===== config.mk =====
export PLATFORM = sky130hd
export DESIGN_NAME = port_scan_counter
export DESIGN_NICKNAME = d
export VERILOG_FILES = /design/src/design/switch_pkg.sv /design/src/design/port_scan_counter.sv
export VERILOG_INCLUDE_DIRS = /design/src /design/src/design
export SDC_FILE = /design/constraint.sdc
export NUM_CORES = 1
export LEC_CHECK = 0
export BUFFER_PORTS_ARGS = -buffer_cell sky130_fd_sc_hd__buf_2
export CAP_MARGIN = 20
export CORE_AREA = 2 2 39 41
export CTS_CLUSTER_SIZE = 40
export DETAILED_ROUTE_END_ITERATION = 16
export DIE_AREA = 0 0 41 43
export SLEW_MARGIN = 20
export SYNTH_ARGS = -nofsm -noshare
export SYNTH_HDL_FRONTEND = slang
export SYNTH_SLANG_ARGS = --single-unit

===== constraint.sdc =====
create_clock -name clk -period 1.7 [get_ports clk]
set_input_delay 0.255 -clock clk [delete_from_list [all_inputs] [get_ports clk]]
set_output_delay 0.255 -clock clk [all_outputs]
set_load 0.1 [all_outputs]

===== src/design/switch_config.svh =====
`ifndef SWITCH_CONFIG_SVH
`define SWITCH_CONFIG_SVH

// output ports served from the shared buffer
`define SW_PORTS 4

// page geometry, in 16-bit half-words
`define SW_PAGE_WORDS 8
`define SW_PAGES 64

// largest packet is 64 words
`define SW_MAX_PKT_PAGES 8

// free-page thresholds for the write side levels
`define SW_FULL_PAGES `SW_MAX_PKT_PAGES
`define SW_AFULL_PAGES 16

`endif


===== src/design/switch_pkg.sv =====
package switch_pkg;

    typedef logic [15:0] word_t;
    typedef logic [5:0] page_t;
    typedef logic [2:0] beat_t;
    typedef logic [1:0] port_t;
    // 0 to 64 pages
    typedef logic [6:0] page_cnt_t;

    // one stored half-word with its end-of-packet mark
    typedef struct packed {
        word_t data;
        logic  last;
    } mem_word_t;

    typedef struct packed {
        page_t page;
        beat_t beat;
    } mem_addr_t;

    // jump table update, page from links to page to
    typedef struct packed {
        logic  en;
        page_t from;
        page_t to;
    } link_wr_t;

    // finished packet handed to an output queue
    typedef struct packed {
        logic  en;
        port_t port;
        page_t head;
    } enq_t;

    typedef enum logic {WR_IDLE, WR_STORE} wr_state_t;
    typedef enum logic {RD_IDLE, RD_STREAM} rd_state_t;

endpackage


===== src/design/port_scan_counter.sv =====
`timescale 1ns/1ps
`include "switch_config.svh"

module port_scan_counter (
    input  logic                 clk,
    input  logic                 rst_n,
    input  logic                 advance,
    input  logic [`SW_PORTS-1:0] eligible,
    output switch_pkg::port_t    port,
    output logic                 found
);
    import switch_pkg::*;

    port_t start_q;
    port_t idx;

    // first eligible port at or after the start pointer
    always_comb begin
        found = 1'b0;
        port  = start_q;
        idx   = start_q;
        for (int i = 0; i < `SW_PORTS; i++) begin
            idx = start_q + port_t'(i);
            if (!found && eligible[idx]) begin
                found = 1'b1;
                port  = idx;
            end
        end
    end

    // next scan begins just past the port served
    always_ff @(posedge clk or negedge rst_n) begin
        if (!rst_n)
            start_q <= '0;
        else if (advance)
            start_q <= port + 1'b1;
    end

endmodule


==> flow_summary.toml <==
[global_routing]
grt_pass1_wl_um = 1210
grt_pass1_vias = 279
grt_usage = 0.0992
grt_antenna_before_repair = 0
grt_max_degree = 11
overflow = 0

[layout]
mostFrequentLayoutCell = "buf_2"
largest_reg_flops = 2
syn_to_final_growth_pct = 50.7
reg_top3 = "start_q x2"
top_register = "start_q"
final_nets = 59
fin_cells = 66
drive_gt1_frac = 0.440
final_cell_mix = "buf_2 (7), nor2_1 (6), nor2b_1 (5), a21oi_1 (4), o21ai_1 (4)"
num_antenna_cells = 0

[cts]
clockBufferDepth = 2
htree_num_levels = 1
cts_tree = "yes"
clockRootBuffer = "clkbuf_4"
clk_pin_slew_worst_paths_ns = 0.03
cts.sinks = 2
clock_latency_ns = 0.23
numCtsBuffers = 3

[drt]
wl_um = 729
first_pass_iters = 4
viasPerCell = 4.70
drc = 0
drt-initial-drc-count = 9
antenna_left = 0
dr_total_vias = 310
avgRoutedWirePerCell_um = 11.0

[sta]
clock.fmax_mhz = 626
finalHoldViolCount = 0
period_share = 0.940
min_period_ns = 1.60
fin_worst_skew_ns = 0.000382
slew_headroom = 0.679
tightest_slew_ns = 0.485
rsz0062_at_grt = "false"
slew_violations = 0
setup_viol = 0
totalNegativeSetupSlack_ns = 0

[yosys]
netlist_instances = 38
synth_area_leaders = "dfrtp_1 (18%), nor2b_1 (12%), a21oi_1 (9.2%)"
synth.avg_cell_area_um2 = 7.15
yosysSeqAreaShare = 0.184
ys_ff_latch = 2
syn_nets = 45
ys_warn_count = 0
syn_area_um2 = 272
synth_top_area_cell = "dfrtp_1"
synth_cell_types = 16
synth_top_area_share = 0.184

[placement]
place_congestion = 0.829
numPortBuffers = 9
placedCellCount = 62
hpwlAfterDp_um = 521

[die]
rows = 14
io_pins = 10
fp.dieH_um = 43
dieArea_um2 = 1760
chipWidth_um = 41
core_um2 = 1380
floorplan.initialDensity = 0.196

[power]
p_leak_uw = 0.000165
peakVddDrop_v = 0.000668
power.density_nw_per_um2 = 1360

[hold_path]
hp-class = "in2reg"

[setup_path]
cp-end-kind = "output pin"
arrival_ns = 1.34
crit_fanout = 7
criticalPathCategory = "reg2out"
required_ns = 1.44
cp-start-kind = "flip-flop"

[flow_run]
maxCapViolCount = 0

[status]
outcome = "completed"
## per-stage QoR
stage / util / cell area, µm² / worst slack [ns] / power [µW] / hold WS [ns]
after floorplan: - / 283 / 0.132 / 335 / -0.0406
after global placement: 0.268 / 370 / 0.226 / 435 / 0.0425
after detailed placement: 0.268 / 370 / 0.262 / 436 / 0.0431
after CTS: 0.291 / 403 / 0.00137 / 552 / 0.243
final: 0.296 / 409 / 0.102 / 557 / 0.241
after global routing: 0.296 / 409 / 0.0241 / 595 / 0.248
## worst paths after layout
| check | from | endpoint | slack (ns) | depth (start not counted) |
|---|---|---|---|---|
| min in group asynchronous | rst_n | start_q[1]$_DFFE_PN0P_ | 0.33 | 2 |
| worst max-delay path | start_q[1]$_DFFE_PN0P_ | port[1] | 0.10 | 5 |
| max in group asynchronous | rst_n | start_q[0]$_DFFE_PN0P_ | 1.26 | 2 |
| worst min-delay path | advance | start_q[0]$_DFFE_PN0P_ | 0.24 | 2 |
| worst max register to register | start_q[1]$_DFFE_PN0P_ | start_q[1]$_DFFE_PN0P_ | 0.37 | 5 |
| worst min register to register | start_q[0]$_DFFE_PN0P_ | start_q[0]$_DFFE_PN0P_ | 0.64 | 2 |
## where the power goes
| group | internal [µW] | total, µW | switching (µW) | leakage [µW] |
|---|---|---|---|---|
| combinational | 142 | 349 | 207 | 0.000130 |
| clock | 78.4 | 112 | 33.9 | 0.0000138 |
| sequential | 65.5 | 96.3 | 30.7 | 0.0000212 |
## worst max-delay path, stage by stage, from the launching register on
cell and delay (ns):
dfrtp_2 0.41, inv_2 0.07, a21o_1 0.19, a21oi_2 0.19, o21ai_4 0.07, buf_12 0.17
## cell families after synthesis
family,count (synthesis),synth area share
buf+inv,3,0.0691
simple gates,15,0.295
compound gates,18,0.452
flops,2,0.184
## synthesized netlist by cell type (all sizes together)
cell / count
nand2: 2
inv: 1
nor2b: 6
nor2: 6
nand3: 1
o22ai: 2
a21o: 1
a21oi: 7
buf: 2
o221a: 1
o311a: 1
dfrtp: 2
o21ai: 6
## cell type report
cell class / instances / area, µm²
Clock buffer: 3 / 22.5
Tap cell: 16 / 20.0
Timing Repair Buffer: 11 / 92.6
Sequential cell: 2 / 52.6
Multi-Input combinational cell: 33 / 218
Fill cell: 150 / 975
Inverter: 1 / 3.75
## routing by layer
metal / global-route usage / up-vias / wire length, µm
li1: - / 161 / -
met1: 0.134 / 135 / 320
met2: 0.122 / 11 / 355
met3: 0.0524 / 3 / 40
met4: 0.0533 / 0 / 12
met5: 0 / - / 0
## repair_timing
action	in CTS	in global routing
setup endpoints to repair	0	2
resized for setup	0	4
hold endpoints to repair	2	0
buffers inserted	0	0
hold buffers	1	0
No activity file was read; power rests on OpenSTA's default activity.
