$ cat src/design/switch_config.svh
`ifndef SWITCH_CONFIG_SVH
`define SWITCH_CONFIG_SVH

// output ports served from the shared buffer
`define SW_PORTS 4

// page geometry, in 16-bit half-words
`define SW_PAGE_WORDS 8
`define SW_PAGES 64

// largest packet is 64 words
`define SW_MAX_PKT_PAGES 8

// free-page thresholds for the write side levels
`define SW_FULL_PAGES `SW_MAX_PKT_PAGES
`define SW_AFULL_PAGES 16

`endif

$ cat src/design/switch_pkg.sv
package switch_pkg;

    typedef logic [15:0] word_t;
    typedef logic [5:0] page_t;
    typedef logic [2:0] beat_t;
    typedef logic [1:0] port_t;
    // 0 to 64 pages
    typedef logic [6:0] page_cnt_t;

    // one stored half-word with its end-of-packet mark
    typedef struct packed {
        word_t data;
        logic  last;
    } mem_word_t;

    typedef struct packed {
        page_t page;
        beat_t beat;
    } mem_addr_t;

    // jump table update, page from links to page to
    typedef struct packed {
        logic  en;
        page_t from;
        page_t to;
    } link_wr_t;

    // finished packet handed to an output queue
    typedef struct packed {
        logic  en;
        port_t port;
        page_t head;
    } enq_t;

    typedef enum logic {WR_IDLE, WR_STORE} wr_state_t;
    typedef enum logic {RD_IDLE, RD_STREAM} rd_state_t;

endpackage

$ cat src/design/output_queues.sv
`timescale 1ns/1ps
`include "switch_config.svh"

module output_queues (
    input  logic                                clk,
    input  logic                                rst_n,
    input  switch_pkg::enq_t                    enq,
    input  logic                                deq,
    input  switch_pkg::port_t                   deq_port,
    output logic [`SW_PORTS-1:0]                not_empty,
    output switch_pkg::page_t [`SW_PORTS-1:0]   head_pages
);
    import switch_pkg::*;

    // head page of each queued packet, in arrival order per port
    page_t                slots  [`SW_PORTS][`SW_PAGES];
    page_t                wr_ptr [`SW_PORTS];
    page_t                rd_ptr [`SW_PORTS];
    page_cnt_t            count  [`SW_PORTS];
    logic [`SW_PORTS-1:0] push;
    logic [`SW_PORTS-1:0] pop;

    always_comb begin
        for (int p = 0; p < `SW_PORTS; p++) begin
            push[p]       = enq.en && (enq.port == port_t'(p));
            pop[p]        = deq && (deq_port == port_t'(p));
            not_empty[p]  = count[p] != '0;
            head_pages[p] = slots[p][rd_ptr[p]];
        end
    end

    always_ff @(posedge clk or negedge rst_n) begin
        if (!rst_n) begin
            for (int p = 0; p < `SW_PORTS; p++) begin
                wr_ptr[p] <= '0;
                rd_ptr[p] <= '0;
                count[p]  <= '0;
            end
        end else begin
            for (int p = 0; p < `SW_PORTS; p++) begin
                if (push[p])
                    wr_ptr[p] <= wr_ptr[p] + 1'b1;
                if (pop[p])
                    rd_ptr[p] <= rd_ptr[p] + 1'b1;
                if (push[p] && !pop[p])
                    count[p] <= count[p] + 1'b1;
                else if (pop[p] && !push[p])
                    count[p] <= count[p] - 1'b1;
            end
        end
    end

    always_ff @(posedge clk) begin
        for (int p = 0; p < `SW_PORTS; p++) begin
            if (push[p])
                slots[p][wr_ptr[p]] <= enq.head;
        end
    end

    a_no_deq_empty: assert property (@(posedge clk) disable iff (!rst_n)
        deq |-> not_empty[deq_port]);

endmodule

$ cat config.mk
export PLATFORM = sky130hd
export DESIGN_NAME = output_queues
export DESIGN_NICKNAME = d
export VERILOG_FILES = /design/src/design/switch_pkg.sv /design/src/design/output_queues.sv
export VERILOG_INCLUDE_DIRS = /design/src /design/src/design
export SDC_FILE = /design/constraint.sdc
export NUM_CORES = 2
export LEC_CHECK = 0
export BUFFER_PORTS_ARGS = -buffer_cell sky130_fd_sc_hd__buf_2
export CAP_MARGIN = 20
export CORE_ASPECT_RATIO = 0.5
export CORE_UTILIZATION = 45
export DETAILED_ROUTE_END_ITERATION = 12
export GPL_TIMING_DRIVEN = 0
export HOLD_SLACK_MARGIN = 0.05
export SETUP_SLACK_MARGIN = 0.2
export SLEW_MARGIN = 0
export SYNTH_ARGS = -nofsm -noshare
export SYNTH_HDL_FRONTEND = slang
export SYNTH_SLANG_ARGS = --single-unit
$ cat constraint.sdc
create_clock -name clk -period 2.1 [get_ports clk]
set_input_delay 0.105 -clock clk [delete_from_list [all_inputs] [get_ports clk]]
set_output_delay 0.105 -clock clk [all_outputs]
set_load 0.005 [all_outputs]
==> flow_summary_export.csv <==
group,metric,value,unit
timing,slew_violations,0,
critical_path,worstSetupPathType,"reg2out",
global_route,grt_first_pass_wirelength,225000,um
clock_tree,path_clk_slew,0.07,ns
placement,routabilityCongestion,0.877,
timing,final.period_utilization,1.66,
worst_hold_path,hold_path_startpoint,"enq[7]",
power_and_ir_drop,power_density,1260,nW/um^2
routing,wl_per_cell,27.7,um
floorplanning,die_x,537,um
synth,synthCells,3249,
routing,first_iter_violations,3263,
synth,synth_edf_count,1536,
synth,synth-main-ff-cell,"edfxtp_1",
clock_tree,cts_tree,"built",
placement,post-place-ws,-1.35,ns
timing,timing.final.ws_setup,-1.38,ns
critical_path,arrival,3.37,ns
finish,design_area,78100,sq um
job,maxCapViolCount,0,
power_and_ir_drop,p_clk_frac,0.272,
timing,rsz0062_at_grt,"true",
finish,drive_above_1_share,0.389,
worst_hold_path,min_path_type,"in2reg",
timing,setup_violations,24,
power_and_ir_drop,p_seq_frac,0.373,
global_route,grt-ovfl-total,0,
run_status,status,"finished with violations",
clock_tree,cts-htree-levels,4,
power_and_ir_drop,p_int,67.8,mW
synth,synth_cell_types,64,
power_and_ir_drop,power_frac_comb,0.355,
routing,final_antenna_net_count,0,
floorplanning,dieArea,145000,sq um
global_route,grt_max_degree,157,
critical_path,start_kind,"flop",
synth,synth_nets,3300,
routing,totalWireLength,155000,um
routing,via_per_inst,5.85,
synth,netlist_area,64400,sq um
clock_tree,cts_made_buffers,151,
placement,place_area,67500,sq um
critical_path,cp_max_fo,7,
critical_path,r2r_slack,0.21,ns
floorplanning,rows,97,
floorplanning,io_pins,42,
clock_tree,clk_latency,0.80,ns
timing,slew_headroom,0.389,
floorplanning,start_util,0.457,
synth,ys_ff_latch,1612,
timing,hold_viol_final,0,
placement,dp_hpwl,95300,um
floorplanning,core-area,141000,sq um
synth,ys.warnings.count,0,
routing,dr.pass1.iters,6,
synth,seq_area_frac_synth,0.746,
global_route,grt_pass1_vias,33100,
timing,fin_worst_skew,0.0654,ns
placement,port_buffers,41,
synth,ys_async_sr_fraction,0.0471,
timing,clock.fmax,287,MHz
timing,min_period,3.48,ns
run_status,violations,"negative setup slack",
finish,syn_to_final_growth,21.3,%
clock_tree,clk_path_buf_depth,4,
routing,vias,32700,
global_route,antenna_found_initial,3,
finish,final_nets,3654,
global_route,grt_usage,0.214,
clock_tree,cts-root-buf,"clkbuf_16",
critical_path,cp-startpoint,"rd_ptr[6]",
power_and_ir_drop,ir_worst_vdd,0.697,mV
floorplanning,dieHeight,269,um
power_and_ir_drop,p_sw,30.7,mW
critical_path,required,2.00,ns
power_and_ir_drop,p_leak,24.7,nW
routing,drc,0,
critical_path,worst_setup_path_end_kind,"primary output",
timing,worstMarginPinSlew,0.916,ns
synth,synth_area_per_cell,19.8,sq um
power_and_ir_drop,power.share.switching,0.311,
critical_path,rr_startpoint,"wr_ptr[19]",
clock_tree,cts_num_sinks,1612,
-- logic make-up (layout without fill, tap and decap cells) --
| family | Yosys count | count (layout) | synth area share |
|---|---|---|---|
| compound gates | 221 | 221 | 0.0232 |
| xor+xnor | 61 | 61 | 0.00830 |
| fa+ha+maj | 37 | 37 | 0.00766 |
| buf+inv | 200 | 662 | 0.0159 |
| flops | 1612 | 1612 | 0.746 |
| mux | 534 | 534 | 0.158 |
| other cells | 0 | 2 | 0 |
| simple gates | 584 | 584 | 0.0406 |
-- critical path, stage by stage, from the launching register on --
cell and delay [ns]:
dfrtp_1 0.40, buf_6 0.19, buf_12 0.12, buf_6 0.10, mux4_2 0.47, mux4_2 0.53, nor2b_4 0.15, a211oi_2 0.30
a31oi_1 0.11, buf_2 0.18
-- cells in the mapped netlist (all sizes together), types with 25 or more instances --
cell type	count	area share
a211oi	25	0.0030
a21oi	29	0.0023
buf	93	0.0096
clkbuf	82	0.0048
dfrtp	76	0.030
edfxtp	1536	0.72
ha	33	0.0064
inv	25	0.0015
mux2i	142	0.022
mux4	384	0.13
nand2	112	0.0065
nand3	35	0.0027
nor2	295	0.017
nor2b	35	0.0034
o21ai	53	0.0041
xnor2	41	0.0056
-- layout by cell type (no fill, tap or decap), drive strengths merged, types with 10 or more instances in the layout --
cell	n
edfxtp	1536
buf	284
dlygate4sd3	20
o31ai	10
xor2	20
and2	12
bufinv	13
a31oi	12
mux4	384
mux2i	142
a211oi	25
ha	33
dfrtp	76
o21ai	53
a22oi	15
a21oi	29
xnor2	41
inv	28
nor2	295
nand3b	11
nor3	21
clkbuf	259
nand3	35
clkinv	55
nand2	112
nor2b	35
-- area by class of cell --
| class | instances | area [sq um] |
|---|---|---|
| diodes | 2 | 5.00 |
| plain buffers | 172 | 1840 |
| clock buffers | 188 | 4000 |
| clock inverters | 73 | 694 |
| fillers | 10600 | 62900 |
| inverters | 25 | 98.8 |
| multi-input cells | 1437 | 18800 |
| flip-flops and latches | 1612 | 48000 |
| well taps | 1881 | 2350 |
| repair buffers | 204 | 2300 |
-- per-layer routing --
layer	vias to the layer above	global-route usage	wire [um]
met5	-	0	0
met4	0	0.0538	3640
met3	236	0.0425	11200
met2	1136	0.335	73900
met1	17400	0.309	66200
li1	14000	-	-
-- path summary, 6_finish.rpt --
path / end / cells after the start
hold reg to reg: count[13] / 1
min in group asynchronous: rd_ptr[2] / 3
hold / removal: count[18] / 5
setup reg to reg: slots[0][142] / 3
setup / recovery: head_pages[12] / 9
max in group asynchronous: rd_ptr[19] / 4
-- what timing repair did --
item,4_1_cts,5_1_grt
hold buffers,19,3
setup endpoints to repair,1582,1274
setup buffers,76,45
hold endpoints to repair,757,4
gates cloned,8,5
gates resized for setup,959,196
pin swaps,72,76
-- registers in the layout, indices dropped and copies added, names as in the netlist --
signal	cells
count	28
slots	1536
wr_ptr	24
rd_ptr	24
-- power groups by stage --
stage	Clock, mW	Combinational (mW)	Sequential, mW
final	26.8	35.0	36.7
after global routing	28.5	36.6	36.8
after CTS	27.3	33.2	36.7
after detailed placement	0	27.3	37.3
after global placement	0	27.1	37.4
after floorplan	0	18.3	37.1
-- stage by stage --
step	utilization	cells	power (mW)	setup TNS [ns]	hold slack [ns]
after floorplan	-	3249	55.4	-0.0410	-0.191
after detailed placement	0.479	5178	64.7	-687.40	0.202
after CTS	0.545	5540	97.2	-31.22	0.0546
after global placement	0.477	5171	64.5	-3857.69	0.460
after global routing	0.554	5594	102	-30.76	0.104
final	0.554	5594	98.5	-28.72	0.0995
Power figures use the tool's default switching activity.
