`config.mk`:
```
export PLATFORM = sky130hd
export DESIGN_NAME = write_ctrl
export DESIGN_NICKNAME = d
export VERILOG_FILES = /design/src/design/switch_config.svh /design/src/design/switch_pkg.sv /design/src/design/write_ctrl.sv
export SDC_FILE = /design/constraint.sdc
export NUM_CORES = 1
export LEC_CHECK = 0
export ABC_CLOCK_PERIOD_IN_PS = 1700
export BUFFER_PORTS_ARGS = -buffer_cell sky130_fd_sc_hd__buf_2
export CAP_MARGIN = 20
export CORE_MARGIN = 2
export CORE_UTILIZATION = 38
export DETAILED_ROUTE_END_ITERATION = 8
export GPL_ROUTABILITY_DRIVEN = 0
export GPL_TIMING_DRIVEN = 0
export PLACE_DENSITY = 0.79
export SYNTH_ARGS = -nofsm -noshare
export SYNTH_HDL_FRONTEND = slang
export SYNTH_SLANG_ARGS = --single-unit
```
`constraint.sdc`:
```
create_clock -name clk -period 1.7 [get_ports clk]
set_input_delay 0.17 -clock clk [delete_from_list [all_inputs] [get_ports clk]]
set_output_delay 0.17 -clock clk [all_outputs]
set_load 0.005 [all_outputs]
```
`src/design/switch_config.svh`:
```
`ifndef SWITCH_CONFIG_SVH
`define SWITCH_CONFIG_SVH

// output ports served from the shared buffer
`define SW_PORTS 4

// page geometry, in 16-bit half-words
`define SW_PAGE_WORDS 8
`define SW_PAGES 64

// largest packet is 64 words
`define SW_MAX_PKT_PAGES 8

// free-page thresholds for the write side levels
`define SW_FULL_PAGES `SW_MAX_PKT_PAGES
`define SW_AFULL_PAGES 16

`endif

```
`src/design/switch_pkg.sv`:
```
package switch_pkg;

    typedef logic [15:0] word_t;
    typedef logic [5:0] page_t;
    typedef logic [2:0] beat_t;
    typedef logic [1:0] port_t;
    // 0 to 64 pages
    typedef logic [6:0] page_cnt_t;

    // one stored half-word with its end-of-packet mark
    typedef struct packed {
        word_t data;
        logic  last;
    } mem_word_t;

    typedef struct packed {
        page_t page;
        beat_t beat;
    } mem_addr_t;

    // jump table update, page from links to page to
    typedef struct packed {
        logic  en;
        page_t from;
        page_t to;
    } link_wr_t;

    // finished packet handed to an output queue
    typedef struct packed {
        logic  en;
        port_t port;
        page_t head;
    } enq_t;

    typedef enum logic {WR_IDLE, WR_STORE} wr_state_t;
    typedef enum logic {RD_IDLE, RD_STREAM} rd_state_t;

endpackage

```
`src/design/write_ctrl.sv`:
```
`timescale 1ns/1ps

module write_ctrl (
    input  logic                  clk,
    input  logic                  rst_n,
    input  logic                  wr_sop,
    input  logic                  wr_eop,
    input  logic                  wr_vld,
    input  switch_pkg::word_t     wr_data,
    input  switch_pkg::page_t     free_head,
    output logic                  pop,
    output logic                  mem_wr_en,
    output switch_pkg::mem_addr_t mem_wr_addr,
    output switch_pkg::mem_word_t mem_wr_word,
    output switch_pkg::link_wr_t  link_wr,
    output switch_pkg::enq_t      enq
);
    import switch_pkg::*;

    wr_state_t state;
    beat_t     beat_q;
    page_t     cur_page;
    page_t     head_q;
    port_t     dest_q;
    logic      accept;
    logic      new_page;

    // words outside a packet are dropped
    assign accept   = wr_vld && (state == WR_STORE || wr_sop);
    assign new_page = accept && (beat_q == '0);
    assign pop      = new_page;
    assign mem_wr_en = accept;

    always_comb begin
        mem_wr_addr.page = new_page ? free_head : cur_page;
        mem_wr_addr.beat = beat_q;
        mem_wr_word.data = wr_data;
        mem_wr_word.last = wr_eop;
        // chain the page just filled to the one taken now
        link_wr.en       = new_page && !wr_sop;
        link_wr.from     = cur_page;
        link_wr.to       = free_head;
        enq.en           = accept && wr_eop;
        enq.port         = wr_sop ? wr_data[1:0] : dest_q;
        enq.head         = wr_sop ? free_head : head_q;
    end

    always_ff @(posedge clk or negedge rst_n) begin
        if (!rst_n) begin
            state  <= WR_IDLE;
            beat_q <= '0;
        end else if (accept) begin
            beat_q <= wr_eop ? beat_t'(0) : beat_q + 1'b1;
            state  <= wr_eop ? WR_IDLE : WR_STORE;
        end
    end

    always_ff @(posedge clk) begin
        if (new_page)
            cur_page <= free_head;
        if (accept && wr_sop) begin
            head_q <= free_head;
            dest_q <= wr_data[1:0];
        end
    end

    a_no_sop_in_packet: assert property (@(posedge clk) disable iff (!rst_n)
        state == WR_STORE |-> !(wr_vld && wr_sop));

endmodule

```
==> results of run 1 <==
-- report_power, final --
| part | internal, mW | total [mW] | switching, mW |
|---|---|---|---|
| logic | 0.501 | 0.769 | 0.268 |
| registers | 0.569 | 0.639 | 0.0705 |
| clock network | 0.130 | 0.257 | 0.127 |
| total | 1.20 | 1.66 | 0.465 |
-- cell families (layout without fill, tap and decap cells) --
| family | Yosys count | count (layout) | synth area share [%] |
|---|---|---|---|
| mux | 14 | 14 | 16.84 |
| flops | 18 | 18 | 49.20 |
| simple gates | 8 | 8 | 6.418 |
| buf+inv | 28 | 101 | 20.59 |
| compound gates | 5 | 5 | 4.278 |
| fa+ha+maj | 2 | 2 | 2.673 |
-- flip-flops by register name, indices dropped and copies added (netlist names) --
register and count:
head_q 6, dest_q 2, cur_page 6, state 1, beat_q 3
-- layer usage --
metal	share of wire [%]	wire, um
met5	0	0
met4	0	0
met3	11	241
met2	51	1098
met1	38	834
-- layout make-up --
class                   instances  share of cell area [%]
well taps                      28                   2.412
repair buffers                 69                   28.25
plain buffers                  24                   12.23
multi-input cells              29                   21.88
inverters                       4                   1.034
clock buffers                   4                   2.498
flip-flops and latches         18                   31.70
-- critical path: stages (launching register included) --
cell	delay, ns
dfrtp_1	0.42
inv_2	0.09
ha_4	0.12
nor3b_4	0.22
buf_6	0.17
mux2_4	0.31
buf_6	0.12
-- cell usage in the layout (no fill, tap or decap), types with 2 or more instances in the layout --
cell type / instances
nor2_1: 2
buf_6: 8
inv_1: 2
dfrtp_1: 4
inv_2: 2
buf_2: 57
dfxtp_1: 6
clkbuf_4: 3
mux2_4: 6
mux2_2: 8
buf_4: 27
edfxtp_1: 8
-- what timing repair did --
action	in CTS	in global routing
buffers inserted	5	1
hold buffers	1	0
pin swaps	1	0
endpoints found under the setup margin	8	7
resized for setup	18	0
hold endpoints to repair	4	0
-- worst max path at each step --
stage	startpoint	to	slack, ns	cells after the start
after floorplan	beat_q[0]$_DFFE_PN0N_	mem_wr_addr[3]	0.21	4
after global placement	beat_q[0]$_DFFE_PN0N_	mem_wr_addr[7]	-0.03	5
after detailed placement	beat_q[0]$_DFFE_PN0N_	mem_wr_addr[7]	-0.08	5
after CTS	beat_q[0]$_DFFE_PN0N_	mem_wr_addr[4]	-0.17	6
after global routing	beat_q[0]$_DFFE_PN0N_	mem_wr_addr[8]	-0.28	6
final	beat_q[0]$_DFFE_PN0N_	mem_wr_addr[8]	-0.19	6
==> metrics, run 1 <==
outcome=finished with violations; failing checks=negative setup slack; Die Y=53.63 um; Post-synth EDFFs=8; area of the multi-input gates=317.8 um2; Netlist cell types=20; min-delay worst type=in2reg; Reg area=460.4 um2; most frequent cell after synthesis=buf_4; Mapped Area=935.9 um2; Die Width=53.63 um; R2R Path Start=beat_q[0]$_DFFE_PN0N_; dpl ws=-0.07501 ns; vias=779; GR peak layer=met2; Power Dens Cells=1146 mW/mm2; H-tree levels=1; setup tns final=-1.080 ns; gr usage total=15.72%; DR pass1 iterations=4; clock buffer depth=2; Worst-Skew Late Latency=0.28 ns; Core ar.=0.002276 mm2; total CTS buffers=3; synthesized flop and latch total=18; crit end category=output port; Pleak=0.7544 nW; GR Util met1=17.69%; fin nets=178; # fillers=179; synthesized area per cell=12.48 um2; DRC viols=0; Hold Path Sink=dest_q[0]$_DFFE_PP_; Worst IR Drop VDD=0.8238 mV; FFs w/ async S/R, synth=22.22%; r2r setup slk=0.16 ns; Power Total=1.665 mW; Pins Over Slew Limit=0; Worst Slack Setup Final=-0.1948 ns; largest net degree at the start of global routing=11; Final Cell Area=0.001453 mm2; RR Endpoint=cur_page[2]$_DFF_P_; routed len/inst=12.35 um; hold-critical path depth=1; register area share after synthesis=49.20%; WP data required=1.53 ns; I/O Pins=77; fin cells=176; fin crit period=1.895 ns; worst hold path startpoint=wr_data[0]; ant diodes=0; area grow syn2layout=55.21%; Primary FF master, synth=edfxtp_1; placed cells=165; unrepaired setup endpoints after global routing=true; die area=0.002876 mm2; starting density of the core=41.12%; period utilisation layout=111.5%; met2 usage=31.07%; Hold Violations, Final=0; number of global-route vias before repair=691; share of layout cells above drive strength 1=78.38%; worst r2r path cells=6; Syn. warnings=0; Area contributors post-synth=edfxtp_1 26%, buf_4 18%, mux2_2 17%; Clock Sinks=18; Max Cap Viol=0; Post-Synthesis Cells=75; grt total ovfl=0; initial antenna violation count=0; Worst slew margin=72.68%; Final ANT Viol Nets=0; hold slack=0.08584 ns; Yosys top cell area share=25.67%; Worst Skew=0.002540 ns; top cells by count, synth=23 x buf_4, 14 x mux2_2, 8 x edfxtp_1, 6 x dfxtp_1; syn nets=104; Slew @ Worst Pin=0.4098 ns; I/O Buffers=62; crit path kind=reg2out; Crit Path Max Fanout=5; final setup fails=6; HPWL Detailed=1645 um; clk slew on worst S/H paths=0.10 ns; CP arrival=1.72 ns; fmax=527.8 MHz; # rows=17; 1st-iter DRT viols=6; clk root buf=clkbuf_4; global-route wire length before repair=3236 um; cell taking the most area after synthesis=edfxtp_1; final core utilization=63.83%; via density per instance=4.426; drt total wl=2174 um; grt met3 use=2.500%; placed instance area=0.001281 mm2; CTS tree=built; Worst setup SP type=flip-flop
Note: power is estimated with default switching activity, not from simulation.
==> run 2: changes to the inputs <==
--- a/config.mk
+++ b/config.mk
@@ -13,7 +13,7 @@
 export DETAILED_ROUTE_END_ITERATION = 8
 export GPL_ROUTABILITY_DRIVEN = 0
 export GPL_TIMING_DRIVEN = 0
-export PLACE_DENSITY = 0.79
+export PLACE_DENSITY = 0.77
 export SYNTH_ARGS = -nofsm -noshare
 export SYNTH_HDL_FRONTEND = slang
 export SYNTH_SLANG_ARGS = --single-unit
==> run 2 against run 1 <==
Effect of this change:
- the flow still finishes with violations (negative setup slack)
- routed wire length up 13%
- global-route usage up 2.7 points
- final cell count up 1.7%
- total power up 3.0%
- clock skew up 0.0043 ns
- clock power up 2%
- largest cell class unchanged
- highest routed layer is now met4
==> metrics, run 2 (synthesized netlist as in run 1, its figures left out) <==
# rows=17; clk root buf=clkbuf_4; grt total ovfl=0; vias=825; period utilisation layout=111.3%; Worst path most repeated cell=buf_6; placed cells=165; outcome=finished with violations; clk slew on worst S/H paths=0.11 ns; fin crit period=1.893 ns; crit path kind=reg2out; Power Total=1.716 mW; Worst IR Drop VDD=0.8065 mV; Pleak=0.7754 nW; clock share of power=15.2%; drt total wl=2457 um; Worst setup SP type=flip-flop; largest net degree at the start of global routing=11; ant diodes=0; Crit Path Max Fanout=4; Worst slew margin=71.78%; starting density of the core=41.12%; Clock Sinks=18; CP peak stage delay=0.41 ns; Final ANT Viol Nets=0; via density per instance=4.609; switching fraction of total power=28.51%; Core ar.=0.002276 mm2; clock buffer depth=2; Comb pwr share=47.4%; H-tree levels=1; placed instance area=0.001281 mm2; Pins Over Slew Limit=0; share of layout cells above drive strength 1=79.47%; Die Y=53.63 um; CP Cell Sequence=inv_2, ha_4, nor3b_4, buf_6, mux2_4, buf_6; Power Dens Cells=1136 mW/mm2; Slew @ Worst Pin=0.4234 ns; commonest non-fill, non-tap cells in the layout=55 x buf_2, 28 x buf_4, 12 x buf_6; Worst Skew=0.006796 ns; number of global-route vias before repair=782; initial antenna violation count=0; Psw=0.4891 mW; CP arrival=1.72 ns; setup tns final=-1.192 ns; commonest non-fill, non-tap cell in the layout=buf_2; die area=0.002876 mm2; area of the multi-input gates=332.8 um2; Worst Slack Setup Final=-0.1927 ns; min-delay worst type=in2reg; failing checks=negative setup slack; final setup fails=8; crit-path leading delay family=flip-flops; DRC viols=0; largest registers=cur_page: 6 flops, head_q: 6 flops, beat_q: 3 flops; CP Buf/Inv Count=3; unrepaired setup endpoints after global routing=true; Reg area=460.4 um2; global-route wire length before repair=3670 um; # fillers=182; total CTS buffers=3; internal power=1.226 mW; HPWL Detailed=1722 um; gr usage total=18.41%; Die Width=53.63 um; I/O Pins=77; Worst-Skew Late Latency=0.29 ns; Hold Violations, Final=0; crit end category=output port; Max Cap Viol=0; area grow syn2layout=61.36%; 1st-iter DRT viols=8; I/O Buffers=62; DR pass1 iterations=4; fin cells=179; CTS tree=built; WP data required=1.53 ns; routed len/inst=13.73 um; fmax=528.3 MHz; Final Cell Area=0.001510 mm2; fin nets=181; sequential share of power=37.4%; slowest CP cell=dfrtp_1
run 2: changes by cell type in the layout (fill, tap and decap cells not counted), sizes merged:
cell,before,now
buf,92,95
run 2: final cells by class:
| class | count | area share, % |
|---|---|---|
| Buffer | 24 | 11.76 |
| Inverter | 4 | 0.9942 |
| Sequential cell | 18 | 30.49 |
| Clock buffer | 4 | 2.403 |
| Timing Repair Buffer | 72 | 29.99 |
| Multi-Input combinational cell | 29 | 22.04 |
| Tap cell | 28 | 2.320 |
run 2: worst register-to-register path, cell delays in order (launching register included):
cell	delay, ns
dfrtp_1	0.41
inv_2	0.09
ha_4	0.13
nor3b_4	0.22
buf_6	0.16
mux2_4	0.32
run 2: repair_timing:
| action | 4_1_cts | 5_1_grt |
|---|---|---|
| pin swaps | 1 | 0 |
| cloned | 0 | 0 |
| endpoints found under the setup margin | 8 | 8 |
| buffers inserted | 7 | 2 |
| endpoints found under the hold margin | 4 | 0 |
| gates resized for setup | 23 | 1 |
| hold buffers | 1 | 0 |
run 2: power by group through the flow:
| stage | registers (mW) | clock network [mW] | logic [mW] |
|---|---|---|---|
| 2_1_floorplan | 0.649 | 0 | 0.253 |
| 3_3_place_gp | 0.636 | 0 | 0.526 |
| 3_5_place_dp | 0.645 | 0 | 0.541 |
| 4_1_cts | 0.639 | 0.272 | 0.796 |
| 5_1_grt | 0.652 | 0.297 | 0.885 |
| 6_report | 0.641 | 0.261 | 0.813 |
run 2: routing by layer:
| metal | part of all wire [%] | track usage [%] | vias up |
|---|---|---|---|
| met2 | 50 | 32.72 | 63 |
| met5 | 0 | 0 | - |
| li1 | - | - | 388 |
| met1 | 35 | 18.53 | 366 |
| met4 | 3.1 | 11.11 | 0 |
| met3 | 11 | 6.111 | 8 |
run 2: per-stage QoR:
step           setup slack, ns  hold WS, ns  util, %
4_1_cts                -0.1804      0.06951    65.42
2_1_floorplan           0.2067      -0.1256        -
6_report               -0.1927      0.07961    66.36
5_1_grt                -0.2600      0.05896    66.36
3_3_place_gp          -0.02893     -0.02422    56.29
3_5_place_dp          -0.06112     -0.02163    56.29
run 2: path summary, 6_finish.rpt:
| kind | from | to | slack [ns] | cells past startpoint |
|---|---|---|---|---|
| min reg2reg | cur_page[5]$_DFF_P_ | cur_page[5]$_DFF_P_ | 0.51 | 1 |
| min in group asynchronous | rst_n | beat_q[0]$_DFFE_PN0N_ | 0.21 | 2 |
| max | beat_q[1]$_DFFE_PN0N_ | mem_wr_addr[3] | -0.19 | 6 |
| min | wr_data[0] | dest_q[0]$_DFFE_PP_ | 0.08 | 1 |
| max in group asynchronous | rst_n | state$_DFFE_PN0N_ | 1.37 | 2 |
| max reg2reg | beat_q[1]$_DFFE_PN0N_ | cur_page[0]$_DFF_P_ | 0.27 | 5 |
