$ cat src/design/switch_config.svh
`ifndef SWITCH_CONFIG_SVH
`define SWITCH_CONFIG_SVH

// output ports served from the shared buffer
`define SW_PORTS 4

// page geometry, in 16-bit half-words
`define SW_PAGE_WORDS 8
`define SW_PAGES 64

// largest packet is 64 words
`define SW_MAX_PKT_PAGES 8

// free-page thresholds for the write side levels
`define SW_FULL_PAGES `SW_MAX_PKT_PAGES
`define SW_AFULL_PAGES 16

`endif

$ cat src/design/switch_pkg.sv
package switch_pkg;

    typedef logic [15:0] word_t;
    typedef logic [5:0] page_t;
    typedef logic [2:0] beat_t;
    typedef logic [1:0] port_t;
    // 0 to 64 pages
    typedef logic [6:0] page_cnt_t;

    // one stored half-word with its end-of-packet mark
    typedef struct packed {
        word_t data;
        logic  last;
    } mem_word_t;

    typedef struct packed {
        page_t page;
        beat_t beat;
    } mem_addr_t;

    // jump table update, page from links to page to
    typedef struct packed {
        logic  en;
        page_t from;
        page_t to;
    } link_wr_t;

    // finished packet handed to an output queue
    typedef struct packed {
        logic  en;
        port_t port;
        page_t head;
    } enq_t;

    typedef enum logic {WR_IDLE, WR_STORE} wr_state_t;
    typedef enum logic {RD_IDLE, RD_STREAM} rd_state_t;

endpackage

$ cat src/design/free_page_list.sv
`timescale 1ns/1ps
`include "switch_config.svh"

module free_page_list (
    input  logic                  clk,
    input  logic                  rst_n,
    input  logic                  pop,
    input  logic                  push,
    input  switch_pkg::page_t     push_page,
    output switch_pkg::page_t     head_page,
    output switch_pkg::page_cnt_t free_count,
    output logic                  full,
    output logic                  almost_full
);
    import switch_pkg::*;

    page_t                 slots [`SW_PAGES];
    logic [`SW_PAGES-1:0]  written;
    page_t                 rd_ptr;
    page_t                 wr_ptr;

    // a slot never refilled still holds its reset page, which equals its index
    assign head_page = written[rd_ptr] ? slots[rd_ptr] : rd_ptr;

    always_ff @(posedge clk or negedge rst_n) begin
        if (!rst_n) begin
            rd_ptr      <= '0;
            wr_ptr      <= '0;
            written     <= '0;
            free_count  <= page_cnt_t'(`SW_PAGES);
            full        <= 1'b0;
            almost_full <= 1'b0;
        end else begin
            if (pop)
                rd_ptr <= rd_ptr + 1'b1;
            if (push) begin
                wr_ptr          <= wr_ptr + 1'b1;
                written[wr_ptr] <= 1'b1;
            end
            case ({push, pop})
                2'b10:   free_count <= free_count + 1'b1;
                2'b01:   free_count <= free_count - 1'b1;
                default: free_count <= free_count;
            endcase
            // levels follow the count one cycle late
            full        <= free_count < page_cnt_t'(`SW_FULL_PAGES);
            almost_full <= free_count < page_cnt_t'(`SW_AFULL_PAGES);
        end
    end

    always_ff @(posedge clk) begin
        if (push)
            slots[wr_ptr] <= push_page;
    end

    a_no_pop_empty: assert property (@(posedge clk) disable iff (!rst_n)
        pop |-> free_count != '0);
    a_no_push_full: assert property (@(posedge clk) disable iff (!rst_n)
        push |-> free_count < page_cnt_t'(`SW_PAGES));

endmodule

$ cat config.mk
export PLATFORM = sky130hd
export DESIGN_NAME = free_page_list
export DESIGN_NICKNAME = d
export VERILOG_FILES = /design/src/design/switch_pkg.sv /design/src/design/free_page_list.sv
export VERILOG_INCLUDE_DIRS = /design/src /design/src/design
export SDC_FILE = /design/constraint.sdc
export NUM_CORES = 1
export LEC_CHECK = 0
export BUFFER_PORTS_ARGS = -buffer_cell sky130_fd_sc_hd__buf_4
export CORE_MARGIN = 2
export CORE_UTILIZATION = 41
export CTS_CLUSTER_DIAMETER = 60
export DETAILED_ROUTE_END_ITERATION = 6
export GPL_ROUTABILITY_DRIVEN = 0
export HOLD_SLACK_MARGIN = 0.08
export SETUP_SLACK_MARGIN = 0.15
export SLEW_MARGIN = 15
export SYNTH_ARGS = -nofsm -noshare
export SYNTH_HDL_FRONTEND = slang
export SYNTH_SLANG_ARGS = --single-unit
$ cat constraint.sdc
create_clock -name clk -period 3.8 [get_ports clk]
set_clock_uncertainty 0.05 [all_clocks]
set_input_delay 0.76 -clock clk [delete_from_list [all_inputs] [get_ports clk]]
set_output_delay 0.76 -clock clk [all_outputs]
set_load 0.1 [all_outputs]
==> flow_summary.html <==
<table>
<tr><th>Metric</th><th>Value</th></tr>
<tr><th colspan="2">Status</th></tr>
<tr><td>Status</td><td>complete, but fails checks</td></tr>
<tr><td>Violations in the final reports</td><td>negative setup slack</td></tr>
<tr><th colspan="2">Placement</th></tr>
<tr><td>Port Buf Inserts</td><td>24</td></tr>
<tr><td>Dpl cells</td><td>1647</td></tr>
<tr><td>Hpwl dp</td><td>26.3 mm</td></tr>
<tr><th colspan="2">Clock tree</th></tr>
<tr><td>Clk sink count</td><td>469</td></tr>
<tr><td>Post-CTS clock slew at the launch and capture registers of the worst setup and hold paths</td><td>60 ps</td></tr>
<tr><td>Inserted Clock Buffers</td><td>48</td></tr>
<tr><td>H-tree depth</td><td>2</td></tr>
<tr><td>Clock root cell</td><td>sky130_fd_sc_hd__clkbuf_16</td></tr>
<tr><td>Buffer levels on the longest clock path</td><td>3</td></tr>
<tr><td>Source-to-sink clock delay at the later pin of the worst-skew pair</td><td>580 ps</td></tr>
<tr><td>Number of buffers inserted for hold repair after clock tree synthesis</td><td>0</td></tr>
<tr><td>Clock tree from TritonCTS</td><td>yes</td></tr>
<tr><th colspan="2">STA</th></tr>
<tr><td>Slew Limit Fails</td><td>0</td></tr>
<tr><td>Max Clock Freq</td><td>~0.25 GHz</td></tr>
<tr><td>Final Hold Viols</td><td>0</td></tr>
<tr><td>Headroom to the max-slew limit</td><td>between 40% and 50%</td></tr>
<tr><td>Setup slack after layout</td><td>-251 ps</td></tr>
<tr><td>Minimum clock period after layout</td><td>4050 ps</td></tr>
<tr><td>Final Setup Violations</td><td>6</td></tr>
<tr><td>Period Utilization, post-route</td><td>107%</td></tr>
<tr><td>Setup repair after global routing missed its margin</td><td>yes</td></tr>
<tr><td>Transition time of the tightest slew-check pin</td><td>approximately 850 ps</td></tr>
<tr><th colspan="2">Global route</th></tr>
<tr><td>Number of global-route vias before repair</td><td>a little under 10000</td></tr>
<tr><td>Maximum number of pins on one net before global-route repair</td><td>65</td></tr>
<tr><td>Gr ovfl total</td><td>0</td></tr>
<tr><td>Number of antenna violations at the first check in global routing</td><td>0</td></tr>
<tr><td>First-pass GRT wire length</td><td>65.6 mm</td></tr>
<tr><td>Overall global routing resource usage</td><td>between 10% and 20%</td></tr>
<tr><th colspan="2">Yosys</th></tr>
<tr><td>Number of synthesized register bits</td><td>around 470</td></tr>
<tr><td>Unique masters post-synth</td><td>50</td></tr>
<tr><td>Largest family of logic cells by synthesized area</td><td>multiplexers</td></tr>
<tr><td>Seq/Total Area, Yosys</td><td>72.9%</td></tr>
<tr><td>Area of the mapped netlist</td><td>0.0187 mm²</td></tr>
<tr><td>FFs w/ async S/R, synth</td><td>a little under a fifth</td></tr>
<tr><td>Post-synth EDFFs</td><td>roughly 380</td></tr>
<tr><td>Average size of a mapped cell</td><td>18.4 µm²</td></tr>
<tr><td>Xor/xnor cell area share of the yosys netlist</td><td>0.889%</td></tr>
<tr><td>Gate count after technology mapping</td><td>1015</td></tr>
<tr><td>Fraction of the mapped netlist area in simple logic gates</td><td>5.81%</td></tr>
<tr><td>Synthesized net count</td><td>around 1000</td></tr>
<tr><td>Synth Area in Compound Gates</td><td>2.85%</td></tr>
<tr><td>Most used DFF post-synth</td><td>sky130_fd_sc_hd__edfxtp_1</td></tr>
<tr><td>Share of cell area taken by muxes after synthesis</td><td>15.4%</td></tr>
<tr><td>Count of synthesis-stage warnings from yosys</td><td>0</td></tr>
<tr><td>Share of synthesized cell area in full adder, half adder and majority cells</td><td>less than 1%</td></tr>
<tr><th colspan="2">Route</th></tr>
<tr><td>First drt pass iteration count</td><td>5</td></tr>
<tr><td>Routed wirelength normalized by instance count</td><td>around 25 µm</td></tr>
<tr><td>Routed vias/inst</td><td>~5.5</td></tr>
<tr><td>Total Wirelength</td><td>44.2 mm</td></tr>
<tr><td>Via total after detailed routing</td><td>slightly below 10000</td></tr>
<tr><td>Final antenna-violating net count</td><td>0</td></tr>
<tr><td>Violation count after the first detailed-route iteration</td><td>900</td></tr>
<tr><td>Post-route DRC</td><td>0</td></tr>
<tr><th colspan="2">Pwr</th></tr>
<tr><td>Worst VDD drop</td><td>~1.7 mV</td></tr>
<tr><td>Cell Pwr Density</td><td>825 mW/mm²</td></tr>
<tr><td>Net switching power of the design</td><td>roughly 6.4 mW</td></tr>
<tr><td>Leak pwr</td><td>7.79 nW</td></tr>
<tr><td>Clk network pwr share</td><td>24.5%</td></tr>
<tr><td>Relative contribution of combinational cells to total power</td><td>39.5%</td></tr>
<tr><td>Int Pwr</td><td>11.9 mW</td></tr>
<tr><td>Register share of total power</td><td>36.0%</td></tr>
<tr><td>Fraction of power spent switching nets</td><td>between 30% and 40%</td></tr>
<tr><th colspan="2">Setup path</th></tr>
<tr><td>Kind of end point of the critical path</td><td>primary output</td></tr>
<tr><td>Start-to-end type of the worst setup path</td><td>reg -&gt; out</td></tr>
<tr><td>Critical path data arrival time</td><td>3240 ps</td></tr>
<tr><td>Setup crit start kind</td><td>register</td></tr>
<tr><td>Largest fanout of any net on the critical path</td><td>7</td></tr>
<tr><td>WP data required</td><td>around 3000 ps</td></tr>
<tr><th colspan="2">Die</th></tr>
<tr><td>Top-level port count</td><td>25</td></tr>
<tr><td>Standard-cell row count</td><td>78</td></tr>
<tr><td>Effective utilization at floorplan</td><td>about two fifths</td></tr>
<tr><td>Area of the core region</td><td>0.0452 mm²</td></tr>
<tr><td>Width of the chip</td><td>218 µm</td></tr>
<tr><td>Die outline area</td><td>0.0474 mm²</td></tr>
<tr><td>DIE HEIGHT</td><td>~220 µm</td></tr>
<tr><th colspan="2">Layout</th></tr>
<tr><td>Layout cell share with drive strength beyond 1</td><td>34.3%</td></tr>
<tr><td>Number of antenna diodes</td><td>0</td></tr>
<tr><td>Area growth from synthesis to layout</td><td>18.8%</td></tr>
<tr><td>Net count reported at finish</td><td>1133</td></tr>
<tr><td>Utilization after layout</td><td>around half</td></tr>
<tr><td>Post-route non-filler standard cell count</td><td>1757</td></tr>
<tr><th colspan="2">Job</th></tr>
<tr><td>Number of violations of the max-capacitance limit</td><td>0</td></tr>
<tr><th colspan="2">Hold path</th></tr>
<tr><td>Worst hold-check path type</td><td>in -&gt; async</td></tr>
</table>
==> Yosys cell counts, drive strengths merged, types with 3 or more instances <==
cell | number | share of area, %
a2111oi | 17 | 0.83
a211o | 3 | 0.14
a211oi | 4 | 0.16
a21oi | 6 | 0.16
a22oi | 3 | 0.12
buf | 33 | 1.3
clkbuf | 23 | 0.46
dfrtp | 84 | 11
edfxtp | 384 | 62
ha | 5 | 0.33
inv | 3 | 0.060
mux2 | 9 | 0.54
mux2i | 70 | 3.7
mux4 | 92 | 11
nand2 | 16 | 0.32
nand2b | 4 | 0.13
nand3 | 9 | 0.24
nand4 | 5 | 0.17
nor2 | 93 | 1.9
nor2b | 7 | 0.27
nor3 | 5 | 0.13
nor4 | 5 | 0.17
o21ai | 6 | 0.16
o221ai | 4 | 0.19
o22ai | 22 | 0.73
or2 | 66 | 2.2
or3 | 3 | 0.10
xnor2 | 10 | 0.47
xor2 | 9 | 0.42
==> power groups by stage <==
stage               Clock [mW]  Sequential (mW)  Combinational [mW]
finish                    4.50             6.61                7.23
global route              4.80             6.67                7.58
CTS                       4.58             6.60                7.04
detailed placement           0             6.69                5.93
global placement             0             6.67                5.90
floorplan                    0             6.70                4.04
==> layer usage <==
metal	wire, µm	GRT usage, %
met5	0	0
met4	829	5.02
met3	3050	3.58
met2	20600	29.3
met1	19700	28.1
==> metrics by stage <==
stage          total power [mW]  TNS, ps  instance area [µm²]  setup slack [ps]  hold slack, ps
2_1_floorplan              10.7        0                18700               537             384
3_3_place_gp               12.6    -43.4                19900             -43.4             397
3_5_place_dp               12.6    -12.3                19900             -12.3             398
4_1_cts                    18.2    -1580                22100              -273             258
5_1_grt                    19.1    -1840                22200              -317             271
6_report                   18.3    -1420                22200              -251             226
==> state kept, by name (all words and copies together) (netlist names) <==
signal,flops
almost_full,1
free_count,7
full,1
rd_ptr,6
slots,384
wr_ptr,6
written,64
==> worst max-delay path, cell delays in order (launching register included) <==
cell	delay (ps)
sky130_fd_sc_hd__dfrtp_4	540
sky130_fd_sc_hd__buf_12	140
sky130_fd_sc_hd__buf_16	130
sky130_fd_sc_hd__mux4_2	530
sky130_fd_sc_hd__mux4_2	500
sky130_fd_sc_hd__nor2b_4	160
sky130_fd_sc_hd__a2111oi_4	300
sky130_fd_sc_hd__o22ai_4	150
sky130_fd_sc_hd__buf_12	200
==> cell usage in the layout (no fill, tap or decap), types with 4 or more instances in the layout <==
cell type and n:
sky130_fd_sc_hd__mux2i_2 6, sky130_fd_sc_hd__nand2b_1 4, sky130_fd_sc_hd__o22ai_1 18, sky130_fd_sc_hd__a211oi_1 4, sky130_fd_sc_hd__nor2_1 90, sky130_fd_sc_hd__o21ai_0 5, sky130_fd_sc_hd__xnor2_1 10, sky130_fd_sc_hd__buf_4 77
sky130_fd_sc_hd__buf_6 7, sky130_fd_sc_hd__mux2i_1 61, sky130_fd_sc_hd__xor2_1 9, sky130_fd_sc_hd__nor3_1 5, sky130_fd_sc_hd__clkinv_1 6, sky130_fd_sc_hd__clkbuf_16 50, sky130_fd_sc_hd__nor2b_1 6, sky130_fd_sc_hd__a21oi_1 6
sky130_fd_sc_hd__nand4_1 5, sky130_fd_sc_hd__buf_16 10, sky130_fd_sc_hd__clkbuf_8 5, sky130_fd_sc_hd__nand2_1 16, sky130_fd_sc_hd__dfrtp_1 80, sky130_fd_sc_hd__a2111oi_2 11, sky130_fd_sc_hd__clkinv_2 13, sky130_fd_sc_hd__edfxtp_1 384
sky130_fd_sc_hd__mux4_2 92, sky130_fd_sc_hd__mux2_2 7, sky130_fd_sc_hd__buf_12 12, sky130_fd_sc_hd__nand3_1 9, sky130_fd_sc_hd__or2_2 66, sky130_fd_sc_hd__clkbuf_1 9, sky130_fd_sc_hd__ha_1 5, sky130_fd_sc_hd__a2111oi_4 5
==> layout make-up <==
type,count,area (µm²)
fillers,3681,22900
clock buffers,63,1330
repair buffers,109,1240
flip-flops and latches,469,13700
inverters,4,15.0
clock inverters,26,174
well taps,600,751
multi-input cells,486,5060
==> worst paths after layout <==
| check | from | endpoint | slack, ps | cells after the start |
|---|---|---|---|---|
| hold / removal | rst_n | written[41] | 230 | 1 |
| setup / recovery | rd_ptr[0] | head_page[5] | -250 | 8 |
| max in group asynchronous | rst_n | written[35] | 2680 | 2 |
| setup reg to reg | wr_ptr[2] | slots[5][2] | 1230 | 3 |
| hold reg to reg | written[50] | written[50] | 410 | 1 |
| min in group clk | written[50] | written[50] | 410 | 1 |
==> cells by family after synthesis <==
kind of cell	Yosys count
flip-flops	469
XOR/XNOR	19
buffers and inverters	60
multiplexers	171
adder cells (fa/ha/maj)	5
AO/OA/AOI/OAI	73
AND/OR/NAND/NOR	218
==> what timing repair did <==
| item | in CTS | in global routing |
|---|---|---|
| setup buffers | 12 | 1 |
| setup endpoints to repair | 6 | 6 |
| cloned | 7 | 1 |
| pin swaps | 13 | 4 |
| gates resized for setup | 82 | 15 |
Power figures use the tool's default switching activity.
